$ cat config.mk
export PLATFORM = sky130hd
export DESIGN_NAME = axi_write_ctrl_flat
export DESIGN_NICKNAME = d
export VERILOG_FILES = /design/src/design/axi_slave_pkg.sv /design/src/design/mem_wr_if.sv /design/src/design/axi_write_ctrl.sv /design/src/flat_wrapper.sv
export SDC_FILE = /design/constraint.sdc
export NUM_CORES = 1
export LEC_CHECK = 0
export ABC_AREA = 1
export CORE_AREA = 4 4 53 55
export DETAILED_ROUTE_END_ITERATION = 8
export DIE_AREA = 0 0 57 59
export DONT_BUFFER_PORTS = 1
export PLACE_DENSITY_LB_ADDON = 0.12
export REMOVE_ABC_BUFFERS = 1
export SLEW_MARGIN = 20
export SYNTH_ARGS = -nofsm -noshare
export SYNTH_HDL_FRONTEND = slang
export SYNTH_SLANG_ARGS = --single-unit
$ cat constraint.sdc
create_clock -name aclk -period 4.8 [get_ports aclk]
set_clock_uncertainty 0.15 [all_clocks]
set_input_delay 0.72 -clock aclk [delete_from_list [all_inputs] [get_ports aclk]]
set_output_delay 0.72 -clock aclk [all_outputs]
set_load 0.02 [all_outputs]
$ cat src/design/axi_slave_pkg.sv
// AXI4 memory slave shared widths, burst codes, response codes and FSM encodings
`default_nettype none

package axi_slave_pkg;

    // Bus widths
    localparam int AXI_ID_W   = 4;
    localparam int AXI_ADDR_W = 32;
    localparam int AXI_DATA_W = 32;
    localparam int AXI_STRB_W = 4;
    localparam int AXI_LEN_W  = 8;

    // Backing store geometry
    localparam int MEM_WORDS  = 256;
    localparam int MEM_ADDR_W = 8;

    localparam logic [1:0] BURST_FIXED = 2'd0;
    localparam logic [1:0] BURST_INCR  = 2'd1;
    localparam logic [1:0] BURST_WRAP  = 2'd2;

    localparam logic [1:0] RESP_OKAY   = 2'd0;
    localparam logic [1:0] RESP_SLVERR = 2'd2;

    // Write engine states
    localparam logic [1:0] WR_ADDR = 2'd0;
    localparam logic [1:0] WR_DATA = 2'd1;
    localparam logic [1:0] WR_RESP = 2'd2;

    // Read engine states
    localparam logic [1:0] RD_IDLE    = 2'd0;
    localparam logic [1:0] RD_FETCH   = 2'd1;
    localparam logic [1:0] RD_WAIT    = 2'd2;
    localparam logic [1:0] RD_PRESENT = 2'd3;

endpackage

`default_nettype wire

$ cat src/design/mem_wr_if.sv
// Memory write port bundle between the write engine and the word store
`default_nettype none

interface mem_wr_if
    import axi_slave_pkg::*;
();

    logic                  en;
    logic [MEM_ADDR_W-1:0] addr;
    logic [AXI_DATA_W-1:0] data;
    logic [AXI_STRB_W-1:0] strb;

    modport src (
        output en,
        output addr,
        output data,
        output strb
    );

    modport sink (
        input en,
        input addr,
        input data,
        input strb
    );

endinterface

`default_nettype wire

$ cat src/design/axi_write_ctrl.sv
// AXI4 write channel engine covering AW, W and B with burst address walk
`default_nettype none

module axi_write_ctrl
    import axi_slave_pkg::*;
(
    input  logic                  aclk,
    input  logic                  arst_n,

    input  logic [AXI_ID_W-1:0]   awid,
    input  logic [AXI_ADDR_W-1:0] awaddr,
    input  logic [AXI_LEN_W-1:0]  awlen,
    input  logic [1:0]            awburst,
    input  logic                  awvalid,
    output logic                  awready,

    input  logic [AXI_DATA_W-1:0] wdata,
    input  logic [AXI_STRB_W-1:0] wstrb,
    input  logic                  wlast,
    input  logic                  wvalid,
    output logic                  wready,

    output logic [AXI_ID_W-1:0]   bid,
    output logic [1:0]            bresp,
    output logic                  bvalid,
    input  logic                  bready,

    mem_wr_if.src                 mem
);

    logic [1:0]            state;
    logic [AXI_ID_W-1:0]   id_q;
    logic [MEM_ADDR_W-1:0] idx_q;
    logic [1:0]            burst_q;
    logic                  aw_fire;
    logic                  w_fire;

    assign aw_fire = awvalid && awready;
    assign w_fire  = wvalid && wready;

    assign wready = (state == WR_DATA);
    assign bvalid = (state == WR_RESP);
    assign bid    = id_q;
    assign bresp  = (burst_q == BURST_WRAP) ? RESP_SLVERR : RESP_OKAY;

    // WRAP beats are accepted but never reach memory
    assign mem.en   = w_fire && (burst_q != BURST_WRAP);
    assign mem.addr = idx_q;
    assign mem.data = wdata;
    assign mem.strb = wstrb;

    always_ff @(posedge aclk or negedge arst_n) begin
        if (!arst_n) begin
            state   <= WR_ADDR;
            awready <= 1'b0;
        end else begin
            case (state)
                WR_ADDR: begin
                    if (aw_fire) begin
                        state   <= WR_DATA;
                        awready <= 1'b0;
                    end else begin
                        awready <= 1'b1;
                    end
                end
                WR_DATA: begin
                    if (w_fire && wlast) begin
                        state <= WR_RESP;
                    end
                end
                WR_RESP: begin
                    if (bready) begin
                        state   <= WR_ADDR;
                        awready <= 1'b1;
                    end
                end
                default: state <= WR_ADDR;
            endcase
        end
    end

    // Burst context captured on AW, index walks per beat
    always_ff @(posedge aclk) begin
        if (aw_fire) begin
            id_q    <= awid;
            idx_q   <= awaddr[MEM_ADDR_W+1:2];
            burst_q <= awburst;
        end else if (w_fire) begin
            if (burst_q == BURST_INCR) begin
                idx_q <= idx_q + 1'b1;
            end
        end
    end

endmodule

`default_nettype wire

$ cat src/flat_wrapper.sv
// flat-port wrapper written by rule: the top's interface ports become plain ports
module axi_write_ctrl_flat import axi_slave_pkg::*;
  (aclk, arst_n, awid, awaddr, awlen, awburst, awvalid, awready, wdata, wstrb, wlast, wvalid, wready, bid, bresp, bvalid, bready, mem_en, mem_addr, mem_data, mem_strb);
  mem_wr_if mem_i ();
  input  logic aclk;
  input  logic arst_n;
  input  logic [AXI_ID_W-1:0] awid;
  input  logic [AXI_ADDR_W-1:0] awaddr;
  input  logic [AXI_LEN_W-1:0] awlen;
  input  logic [1:0] awburst;
  input  logic awvalid;
  output logic awready;
  input  logic [AXI_DATA_W-1:0] wdata;
  input  logic [AXI_STRB_W-1:0] wstrb;
  input  logic wlast;
  input  logic wvalid;
  output logic wready;
  output logic [AXI_ID_W-1:0] bid;
  output logic [1:0] bresp;
  output logic bvalid;
  input  logic bready;
  output wire logic [$bits(mem_i.en)-1:0] mem_en;
  output wire logic [$bits(mem_i.addr)-1:0] mem_addr;
  output wire logic [$bits(mem_i.data)-1:0] mem_data;
  output wire logic [$bits(mem_i.strb)-1:0] mem_strb;
  assign mem_en = mem_i.en;
  assign mem_addr = mem_i.addr;
  assign mem_data = mem_i.data;
  assign mem_strb = mem_i.strb;
  axi_write_ctrl u_core (.aclk(aclk), .arst_n(arst_n), .awid(awid), .awaddr(awaddr), .awlen(awlen), .awburst(awburst), .awvalid(awvalid), .awready(awready), .wdata(wdata), .wstrb(wstrb), .wlast(wlast), .wvalid(wvalid), .wready(wready), .bid(bid), .bresp(bresp), .bvalid(bvalid), .bready(bready), .mem(mem_i));
endmodule
==> impl_metrics.csv <==
group,metric,value,unit
status,outcome,"finished clean",
die,rows,18,
die,dieArea,3360,um^2
clock_network,cts_tree,"done",
grt,grt.overflow.total,0,
critical_path,worstPathRequired,3930,ps
die,die_w,57,um
yosys,syn_area_per_cell,8.76,um^2
yosys,synth_common_cells,"buf_4 (37), nand2_1 (30), edfxtp_1 (14), inv_1 (11), nand3_1 (8)",
clock_network,cts-htree-levels,1,
route,routed.top_layer,"met4",
yosys,synth_warnings,0,
yosys,synth_cell_types,21,
timing,setup_viol,0,
route,via_per_inst,5.60,
critical_path,end_kind,"output pin",
pwr,total_power,0.552,mW
route,drcViolationCount,0,
timing,rsz0062_at_grt,"false",
timing,period_minus_slack,2240,ps
cells_and_area,fin_area,913,um^2
yosys,synth-async-reset-ratio,17.6,%
timing,final-hold-violation-count,0,
die,core,2390,um^2
critical_path,critical_path.max_fanout,4,
clock_network,cts_resized,0,
die,ios,142,
die,start_util,47.0,%
yosys,synth_top_area_cell,"edfxtp_1",
clock_network,clk_path_buf_depth,2,
critical_path,reg2reg_slack,3110,ps
clock_network,cts-root-buf,"clkbuf_4",
timing,fin_tns_setup,0,ps
yosys,syn_inst,128,
clock_network,cts_made_buffers,3,
yosys,synth_seq_cells,17,
route,drt_pre_antenna_iters,4,
yosys,synth-seq-area-share,44.2,%
placement,dpl.hpwl,3330,um
critical_path,worstSetupPathType,"flip-flop to output pin",
job,drv_cap,0,
cells_and_area,nets,186,
clock_network,cts_num_sinks,17,
grt,grt_use_total,22.4,%
pwr,p_leak,0.391,nW
cells_and_area,diodes,0,
clock_network,cts.clk_slew.worst_paths,100,ps
clock_network,clk_latency,290,ps
critical_path,crit_path_start_kind,"flip-flop",
route,postRouteAntennaNets,0,
cells_and_area,syn_to_final_growth,-18.5,%
clock_network,cts_hold_buf,1,
route,drt_iter0_drc,22,
placement,port_buffers,0,
placement,placed_area,877,um^2
critical_path,cp.arrival,1370,ps
grt,grt_pass1_vias,679,
timing,fmax,446,MHz
yosys,syn_area,1120,um^2
route,post_drt_wl_per_cell,30.1,um
yosys,synthFlopType,"edfxtp_1",
placement,routabilityCongestion,1.00,
cells_and_area,final_cell_count_no_fill,126,
yosys,synth_top_area_share,37.5,%
yosys,yosysMostFrequentCell,"buf_4",
grt,grt_max_degree,16,
placement,dp_cells,121,
route,totalWireLength,3790,um
timing,period_share,46.7,%
cells_and_area,drive_gt1_share,9.38,%
route,vias,705,
route,wl_met2,1930,um
route,met1Wirelength,757,um
die,die_h,59,um
clock_network,post_cts_buffers,0,
yosys,synth_area_leaders,"edfxtp_1 (38%), buf_4 (25%), nand2_1 (10%)",
grt,antenna_found_initial,0,
timing,finalMaxSlewViolations,0,
pwr,power.density,604,nW/um^2
grt,grt_pass1_wl,5020,um
hold_path,min_path_type,"input pin to flip-flop",
pwr,ir_drop,0.000227,V
route,wl_met3,693,um
yosys,synth-edff-count,14,
[critical path, cell delays in order, from the launching register on]
cell	delay [ps]
dfrtp_1	440
nor2_4	220
nand2_2	110
nor2_1	320
[power by group]
part,total (mW),internal [mW],leakage [nW],switching [mW]
logic,0.166,0.0508,0.206,0.116
clock network,0.0787,0.0323,0.0150,0.0464
registers,0.307,0.223,0.170,0.0837
[layout by cell type, fill, tap and decap left out]
cell type	count
inv_1	11
o21bai_1	1
nand3_1	8
nor2_4	2
o32ai_1	1
dfrtp_1	3
buf_4	1
inv_2	1
edfxtp_1	14
o21ai_0	4
nand2_1	30
nand4_1	1
clkbuf_1	1
nand2_2	1
nor2_1	7
a31oi_1	1
o21ai_1	1
clkbuf_4	3
o211ai_1	1
conb_1	1
nor2_2	1
dlygate4sd3_1	1
ha_1	1
[registers in the layout, indices dropped and copies added, names as in the netlist]
signal,count
u_core.awready,1
u_core.burst_q,2
u_core.bid,4
u_core.mem.addr,8
u_core.state,2
[metal layers]
layer / track usage (%) / vias to the layer above
met1: 13.0 / 295
met5: 1.59 / -
met2: 40.1 / 79
li1: - / 309
met4: 22.8 / 0
met3: 16.1 / 22
[final cells by class]
| class | instances | area [um^2] |
|---|---|---|
| clock buffers | 4 | 26.3 |
| well taps | 30 | 37.5 |
| fillers | 272 | 1470 |
| multi-input cells | 61 | 292 |
| flip-flops and latches | 17 | 495 |
| inverters | 12 | 45.0 |
| repair buffers | 2 | 17.5 |
[through the flow]
stage               hold WS (ps)  worst slack, ps  utilization, %
detailed placement           274             2830            36.7
floorplan                    274             2850               -
global placement             274             2830            36.7
global route                 338             2470            38.3
finish                       368             2560            38.3
CTS                          361             2540            38.3
[kinds of logic after synthesis]
kind of cell,after synthesis,synth area share [%]
other,1,0.335
DFF,17,44.2
buffers and inverters,50,29.8
and+or+nand+nor,50,19.6
AOI/OAI and AO/OA,9,4.91
adders and majority gates,1,1.12
[path summary, 6_finish.rpt]
kind / start / end / depth (start not counted)
max: u_core.state[1] / mem_en / 3
min: awid[1] / u_core.bid[1] / 0
max reg2reg: u_core.mem.addr[0] / u_core.mem.addr[6] / 6
min reg2reg: u_core.state[0] / u_core.state[1] / 1
max in group asynchronous: arst_n / u_core.awready / 1
min in group asynchronous: arst_n / u_core.state[0] / 1
(Power assumes the default switching activity.)
