[src/design/axi_slave_pkg.sv]
// AXI4 memory slave shared widths, burst codes, response codes and FSM encodings
`default_nettype none

package axi_slave_pkg;

    // Bus widths
    localparam int AXI_ID_W   = 4;
    localparam int AXI_ADDR_W = 32;
    localparam int AXI_DATA_W = 32;
    localparam int AXI_STRB_W = 4;
    localparam int AXI_LEN_W  = 8;

    // Backing store geometry
    localparam int MEM_WORDS  = 256;
    localparam int MEM_ADDR_W = 8;

    localparam logic [1:0] BURST_FIXED = 2'd0;
    localparam logic [1:0] BURST_INCR  = 2'd1;
    localparam logic [1:0] BURST_WRAP  = 2'd2;

    localparam logic [1:0] RESP_OKAY   = 2'd0;
    localparam logic [1:0] RESP_SLVERR = 2'd2;

    // Write engine states
    localparam logic [1:0] WR_ADDR = 2'd0;
    localparam logic [1:0] WR_DATA = 2'd1;
    localparam logic [1:0] WR_RESP = 2'd2;

    // Read engine states
    localparam logic [1:0] RD_IDLE    = 2'd0;
    localparam logic [1:0] RD_FETCH   = 2'd1;
    localparam logic [1:0] RD_WAIT    = 2'd2;
    localparam logic [1:0] RD_PRESENT = 2'd3;

endpackage

`default_nettype wire

[src/design/axi_read_ctrl.sv]
// AXI4 read channel engine covering AR and R with one memory fetch per beat
`default_nettype none

module axi_read_ctrl
    import axi_slave_pkg::*;
(
    input  logic                  aclk,
    input  logic                  arst_n,

    input  logic [AXI_ID_W-1:0]   arid,
    input  logic [AXI_ADDR_W-1:0] araddr,
    input  logic [AXI_LEN_W-1:0]  arlen,
    input  logic [1:0]            arburst,
    input  logic                  arvalid,
    output logic                  arready,

    output logic [AXI_ID_W-1:0]   rid,
    output logic [AXI_DATA_W-1:0] rdata,
    output logic [1:0]            rresp,
    output logic                  rlast,
    output logic                  rvalid,
    input  logic                  rready,

    output logic                  rd_en,
    output logic [MEM_ADDR_W-1:0] rd_addr,
    input  logic [AXI_DATA_W-1:0] rd_data
);

    logic [1:0]            state;
    logic [AXI_ID_W-1:0]   id_q;
    logic [MEM_ADDR_W-1:0] idx_q;
    logic [1:0]            burst_q;
    logic [AXI_LEN_W-1:0]  cnt_q;
    logic                  ar_fire;
    logic                  r_fire;

    assign ar_fire = arvalid && arready;
    assign r_fire  = rvalid && rready;

    assign rd_en   = (state == RD_FETCH);
    assign rd_addr = idx_q;
    assign rvalid  = (state == RD_PRESENT);
    assign rlast   = (cnt_q == '0);
    assign rid     = id_q;
    assign rresp   = (burst_q == BURST_WRAP) ? RESP_SLVERR : RESP_OKAY;

    always_ff @(posedge aclk or negedge arst_n) begin
        if (!arst_n) begin
            state   <= RD_IDLE;
            arready <= 1'b0;
        end else begin
            case (state)
                RD_IDLE: begin
                    if (ar_fire) begin
                        state   <= RD_FETCH;
                        arready <= 1'b0;
                    end else begin
                        arready <= 1'b1;
                    end
                end
                // Memory latches the word at the end of FETCH
                RD_FETCH: state <= RD_WAIT;
                RD_WAIT:  state <= RD_PRESENT;
                RD_PRESENT: begin
                    if (r_fire && rlast) begin
                        state   <= RD_IDLE;
                        arready <= 1'b1;
                    end else if (r_fire) begin
                        state <= RD_FETCH;
                    end
                end
            endcase
        end
    end

    always_ff @(posedge aclk) begin
        if (ar_fire) begin
            id_q    <= arid;
            idx_q   <= araddr[MEM_ADDR_W+1:2];
            burst_q <= arburst;
            cnt_q   <= arlen;
        end else if (r_fire) begin
            cnt_q <= cnt_q - 1'b1;
            if (burst_q == BURST_INCR) begin
                idx_q <= idx_q + 1'b1;
            end
        end
        // WRAP reads return zero
        if (state == RD_WAIT) begin
            rdata <= (burst_q == BURST_WRAP) ? '0 : rd_data;
        end
    end

endmodule

`default_nettype wire

[config.mk]
export PLATFORM = sky130hd
export DESIGN_NAME = axi_read_ctrl
export DESIGN_NICKNAME = d
export VERILOG_FILES = /design/src/design/axi_slave_pkg.sv /design/src/design/axi_read_ctrl.sv
export SDC_FILE = /design/constraint.sdc
export NUM_CORES = 1
export LEC_CHECK = 0
export BUFFER_PORTS_ARGS = -buffer_cell sky130_fd_sc_hd__buf_2
export CORE_ASPECT_RATIO = 1.25
export CORE_UTILIZATION = 35
export CTS_BUF_LIST = sky130_fd_sc_hd__clkbuf_4
export DETAILED_ROUTE_END_ITERATION = 12
export GPL_TIMING_DRIVEN = 0
export HOLD_SLACK_MARGIN = 0.05
export PLACE_DENSITY_LB_ADDON = 0.25
export SLEW_MARGIN = 20
export SYNTH_ARGS = -nofsm -noshare
export SYNTH_HDL_FRONTEND = slang
export SYNTH_SLANG_ARGS = --single-unit
[constraint.sdc]
create_clock -name aclk -period 3.1 [get_ports aclk]
set_input_delay 0.155 -clock aclk [delete_from_list [all_inputs] [get_ports aclk]]
set_output_delay 0.155 -clock aclk [all_outputs]
set_load 0.02 [all_outputs]
==> run summary <==
- **detailed route wirelength on metal2** 2.81 mm
- **critical path required time** 2940 ps
- **critical path capture point type** output port
- **Congestion Overflow GR** 0
- **peak per-stage delay on the critical path** 660 ps
- **kind of launch point of the worst setup path** flop
- **layout overhead on the synthesized area** 49.7%
- **Sw Share** 0.372
- **Period minus WS final** 2080 ps
- **Cell Count Post-Placement** 392
- **library cell occupying the most area in the post-synthesis netlist** sky130_fd_sc_hd__edfxtp_1
- **top layer reached by signal wires** met4
- **total inserted antenna cells** 0
- **per-cell via count in the routed design** 4.57
- **Post-Synthesis Cells** 196
- **P_leak** 1.60 nW
- **Final Hold Viols** 0
- **post-layout power** 3.00 mW
- **post-route ant nets** 0
- **Slew Limit Fails** 0
- **number of enable-type register cells in the synthesized netlist** 54
- **measured slew at the worst slew-check pin** 738 ps
- **# DRC** 0
- **router iterations before antenna repair** 4
- **violation count after the first detailed-routing iteration** 68
- **switching power summed over all nets** 1.12 mW
- **Tot GR Track Use** 0.159
- **post-layout util** 0.545
- **first-pass GRT wire length** 9.08 mm
- **outcome** complete, no violations
- **portion of total power attributed to combinational logic** 0.373
- **number of cells on the worst reg-to-reg path** 4
- **worst setup path start** cnt_q[5]
- **area of the placeable core** 7020 sq um
- **count of placed standard cells in the final layout, fillers left out** 457
- **fill cell count** 620
- **number of nets in the finished design** 452
- **initial cell density of the core** 0.364
- **die span in y** 97.5 microns
- **cell area after synthesis** 2550 sq um
- **share of total power in the clock network** 0.176
- **count of different cell masters after synthesis** 38
- **Synth Register Bits** 57
- **buffer type at the clock tree root** sky130_fd_sc_hd__clkbuf_4
- **Routed wire per std cell** 12.6 microns
- **initial antenna violation count** 0
- **wire length after detailed routing** 5.74 mm
- **std cell rows** 34
- **prevailing post-synth register cell** sky130_fd_sc_hd__edfxtp_1
- **cell family with most CP delay** simple AND/OR/NAND/NOR gates
- **ys async rst share** 0.0526
- **VDD IR-drop max** 324 uV
- **vias in the first global route** 2029
- **Max Freq** 481 MHz
- **sequential-to-total area share from yosys stat** 0.664
- **net count of the mapped netlist** 286
- **hold path startpoint** arlen[0]
- **hold crit path type** input port to flop
- **largest net degree at the start of global routing** 33
- **fraction of synthesized cell area taken by the top area cell type** 0.635
- **leading post-synthesis cells by cell area** sky130_fd_sc_hd__edfxtp_1 63%, sky130_fd_sc_hd__and2_1 8.1%, sky130_fd_sc_hd__ha_1 3.9%
- **die area** 7650 sq um
- **clock-pin transition on the worst setup and hold timing paths** 90 ps
- **number of input and output port buffers inserted** 106
- **part of the total power dissipated in sequential elements** 0.451
- **slack of the worst reg-to-reg path** 1160 ps
- **Slowest-stage cell, CP** sky130_fd_sc_hd__nor4_1
- **worst-path cell chain** nor4_1, and3_1, buf_2
- **cell area after layout** 3820 sq um
- **WP data arrival** 1920 ps
- **clock latency on the worst-skew pair** 400 ps
- **Mean Syn Cell Area** 13.0 sq um
- **Commonest cells post-synth** 54 x sky130_fd_sc_hd__edfxtp_1, 33 x sky130_fd_sc_hd__and2_1, 14 x sky130_fd_sc_hd__nand2_1
- **number of buffers added by the clock tree synthesis step** 9
- **max capacitance violation total** 0
- **largest buffer count on any clock path** 2
- **length of routed wiring on met1** 2.46 mm
- **H-Tree Depth** 3
- **via total after detailed routing** 2087
- **number of I/O pins** 132
- **CP bufs+invs** 1
- **share of cells above drive strength 1** 0.349
- **worst reg2reg endpoint** cnt_q[0]
- **GPL Wtd Cong** 0.804
- **HPWL after DPL** 3.89 mm
- **length of routed met3 wiring** 313 microns
- **total of warnings raised by yosys** 0
- **most common cell in the synthesized netlist** sky130_fd_sc_hd__edfxtp_1
- **die width** 78.4 microns
- **power per unit of standard cell area** 785 nW/um^2
- **worst setup skew after layout** 11.0 ps
- **clock tree from TritonCTS** built
- **Setup Viol. Count Final** 0
- **Int Power** 1.88 mW
- **DP Area** 3200 sq um
- **launch point of the worst reg-to-reg path** arready
- **Sum Neg Setup Slack** 0 ps
- **final critical-path share of the clock period** 0.670
- **sinks on the clock net** 57
- **worst setup path class** flop to output port
- **endpoint with the worst hold slack** cnt_q[0]
- **setup repair after global routing missed its margin** false
- **Hold Path Cell Cnt** 3
- **maximum fanout along the worst path** 5
- **Post-CTS Setup Bufs** 0
- **Rel. slew slack** 0.508
how the worst max path moves through the flow:
stage          depth (start not counted)          to  slack (ps)
2_1_floorplan                          3  rd_addr[0]        1230
3_3_place_gp                           4  rd_addr[7]         950
3_5_place_dp                           4  rd_addr[7]        1140
4_1_cts                                3       rlast        1000
5_1_grt                                3       rlast         860
6_report                               3       rlast        1020
worst reg2reg max path: cells and delay by family, from the launching register on:
kind / cells / cell delay (ps)
DFF: 1 / 420
buffers and inverters: 2 / 620
and+or+nand+nor: 2 / 560
sequential cells by signal, summed over array words and instances, names as in the netlist:
name / cells
cnt_q: 8
rd_addr: 8
arready: 1
rid: 4
burst_q: 2
state: 2
rdata: 32
cell type report:
cell class | instances | area (sq um) | area share
flip-flops and latches | 57 | 1700 | 0.444
repair buffers | 155 | 1020 | 0.267
multi-input cells | 123 | 779 | 0.204
well taps | 90 | 113 | 0.0294
clock buffers | 10 | 75.1 | 0.0196
clock inverters | 6 | 58.8 | 0.0154
plain buffers | 7 | 47.5 | 0.0124
inverters | 9 | 33.8 | 0.00883
kinds of logic (layout without fill, tap and decap cells):
kind of cell             count (synthesis)  after routing  share of synthesized area
AO/OA/AOI/OAI                           28             28                     0.0686
XOR/XNOR                                 6              6                     0.0206
adder cells (fa/ha/maj)                  8              8                     0.0392
buffers and inverters                   16            187                     0.0318
flip-flops                              57             57                      0.664
multiplexers                             1              1                    0.00441
other                                    1              1                    0.00147
AND/OR/NAND/NOR                         79             79                      0.170
layout by cell type, fill, tap and decap left out, types with 5 or more instances in the layout:
master and n:
sky130_fd_sc_hd__a21oi_1 5, sky130_fd_sc_hd__o21ai_0 9, sky130_fd_sc_hd__ha_1 7, sky130_fd_sc_hd__edfxtp_1 54, sky130_fd_sc_hd__nand3_1 5, sky130_fd_sc_hd__dlygate4sd3_1 49
sky130_fd_sc_hd__and2_1 33, sky130_fd_sc_hd__inv_1 8, sky130_fd_sc_hd__buf_2 106, sky130_fd_sc_hd__clkbuf_4 10, sky130_fd_sc_hd__nor2_1 11, sky130_fd_sc_hd__nand2_1 14
per-layer routing:
metal	vias up	track usage
met3	13	0.0394
met4	0	0.0997
met1	962	0.178
met5	-	0
met2	75	0.267
li1	1037	-
through the flow:
step	setup WS [ps]	hold WS (ps)
after floorplan	1230	-141
after global placement	953	-45.8
after detailed placement	1140	-42.4
after CTS	997	52.6
after global routing	859	75.5
final	1020	81.2
power by group through the flow:
| stage | logic, mW | clock network (mW) | registers (mW) |
|---|---|---|---|
| 2_1_floorplan | 0.531 | 0 | 1.57 |
| 3_3_place_gp | 1.06 | 0 | 1.36 |
| 3_5_place_dp | 1.08 | 0 | 1.37 |
| 4_1_cts | 1.13 | 0.547 | 1.35 |
| 5_1_grt | 1.24 | 0.585 | 1.39 |
| 6_report | 1.12 | 0.528 | 1.35 |
repair_timing:
action | CTS | global route
gates resized for setup | 0 | 0
endpoints found under the hold margin | 50 | 0
hold buffers | 49 | 0
Note: power is estimated with default switching activity, not from simulation.
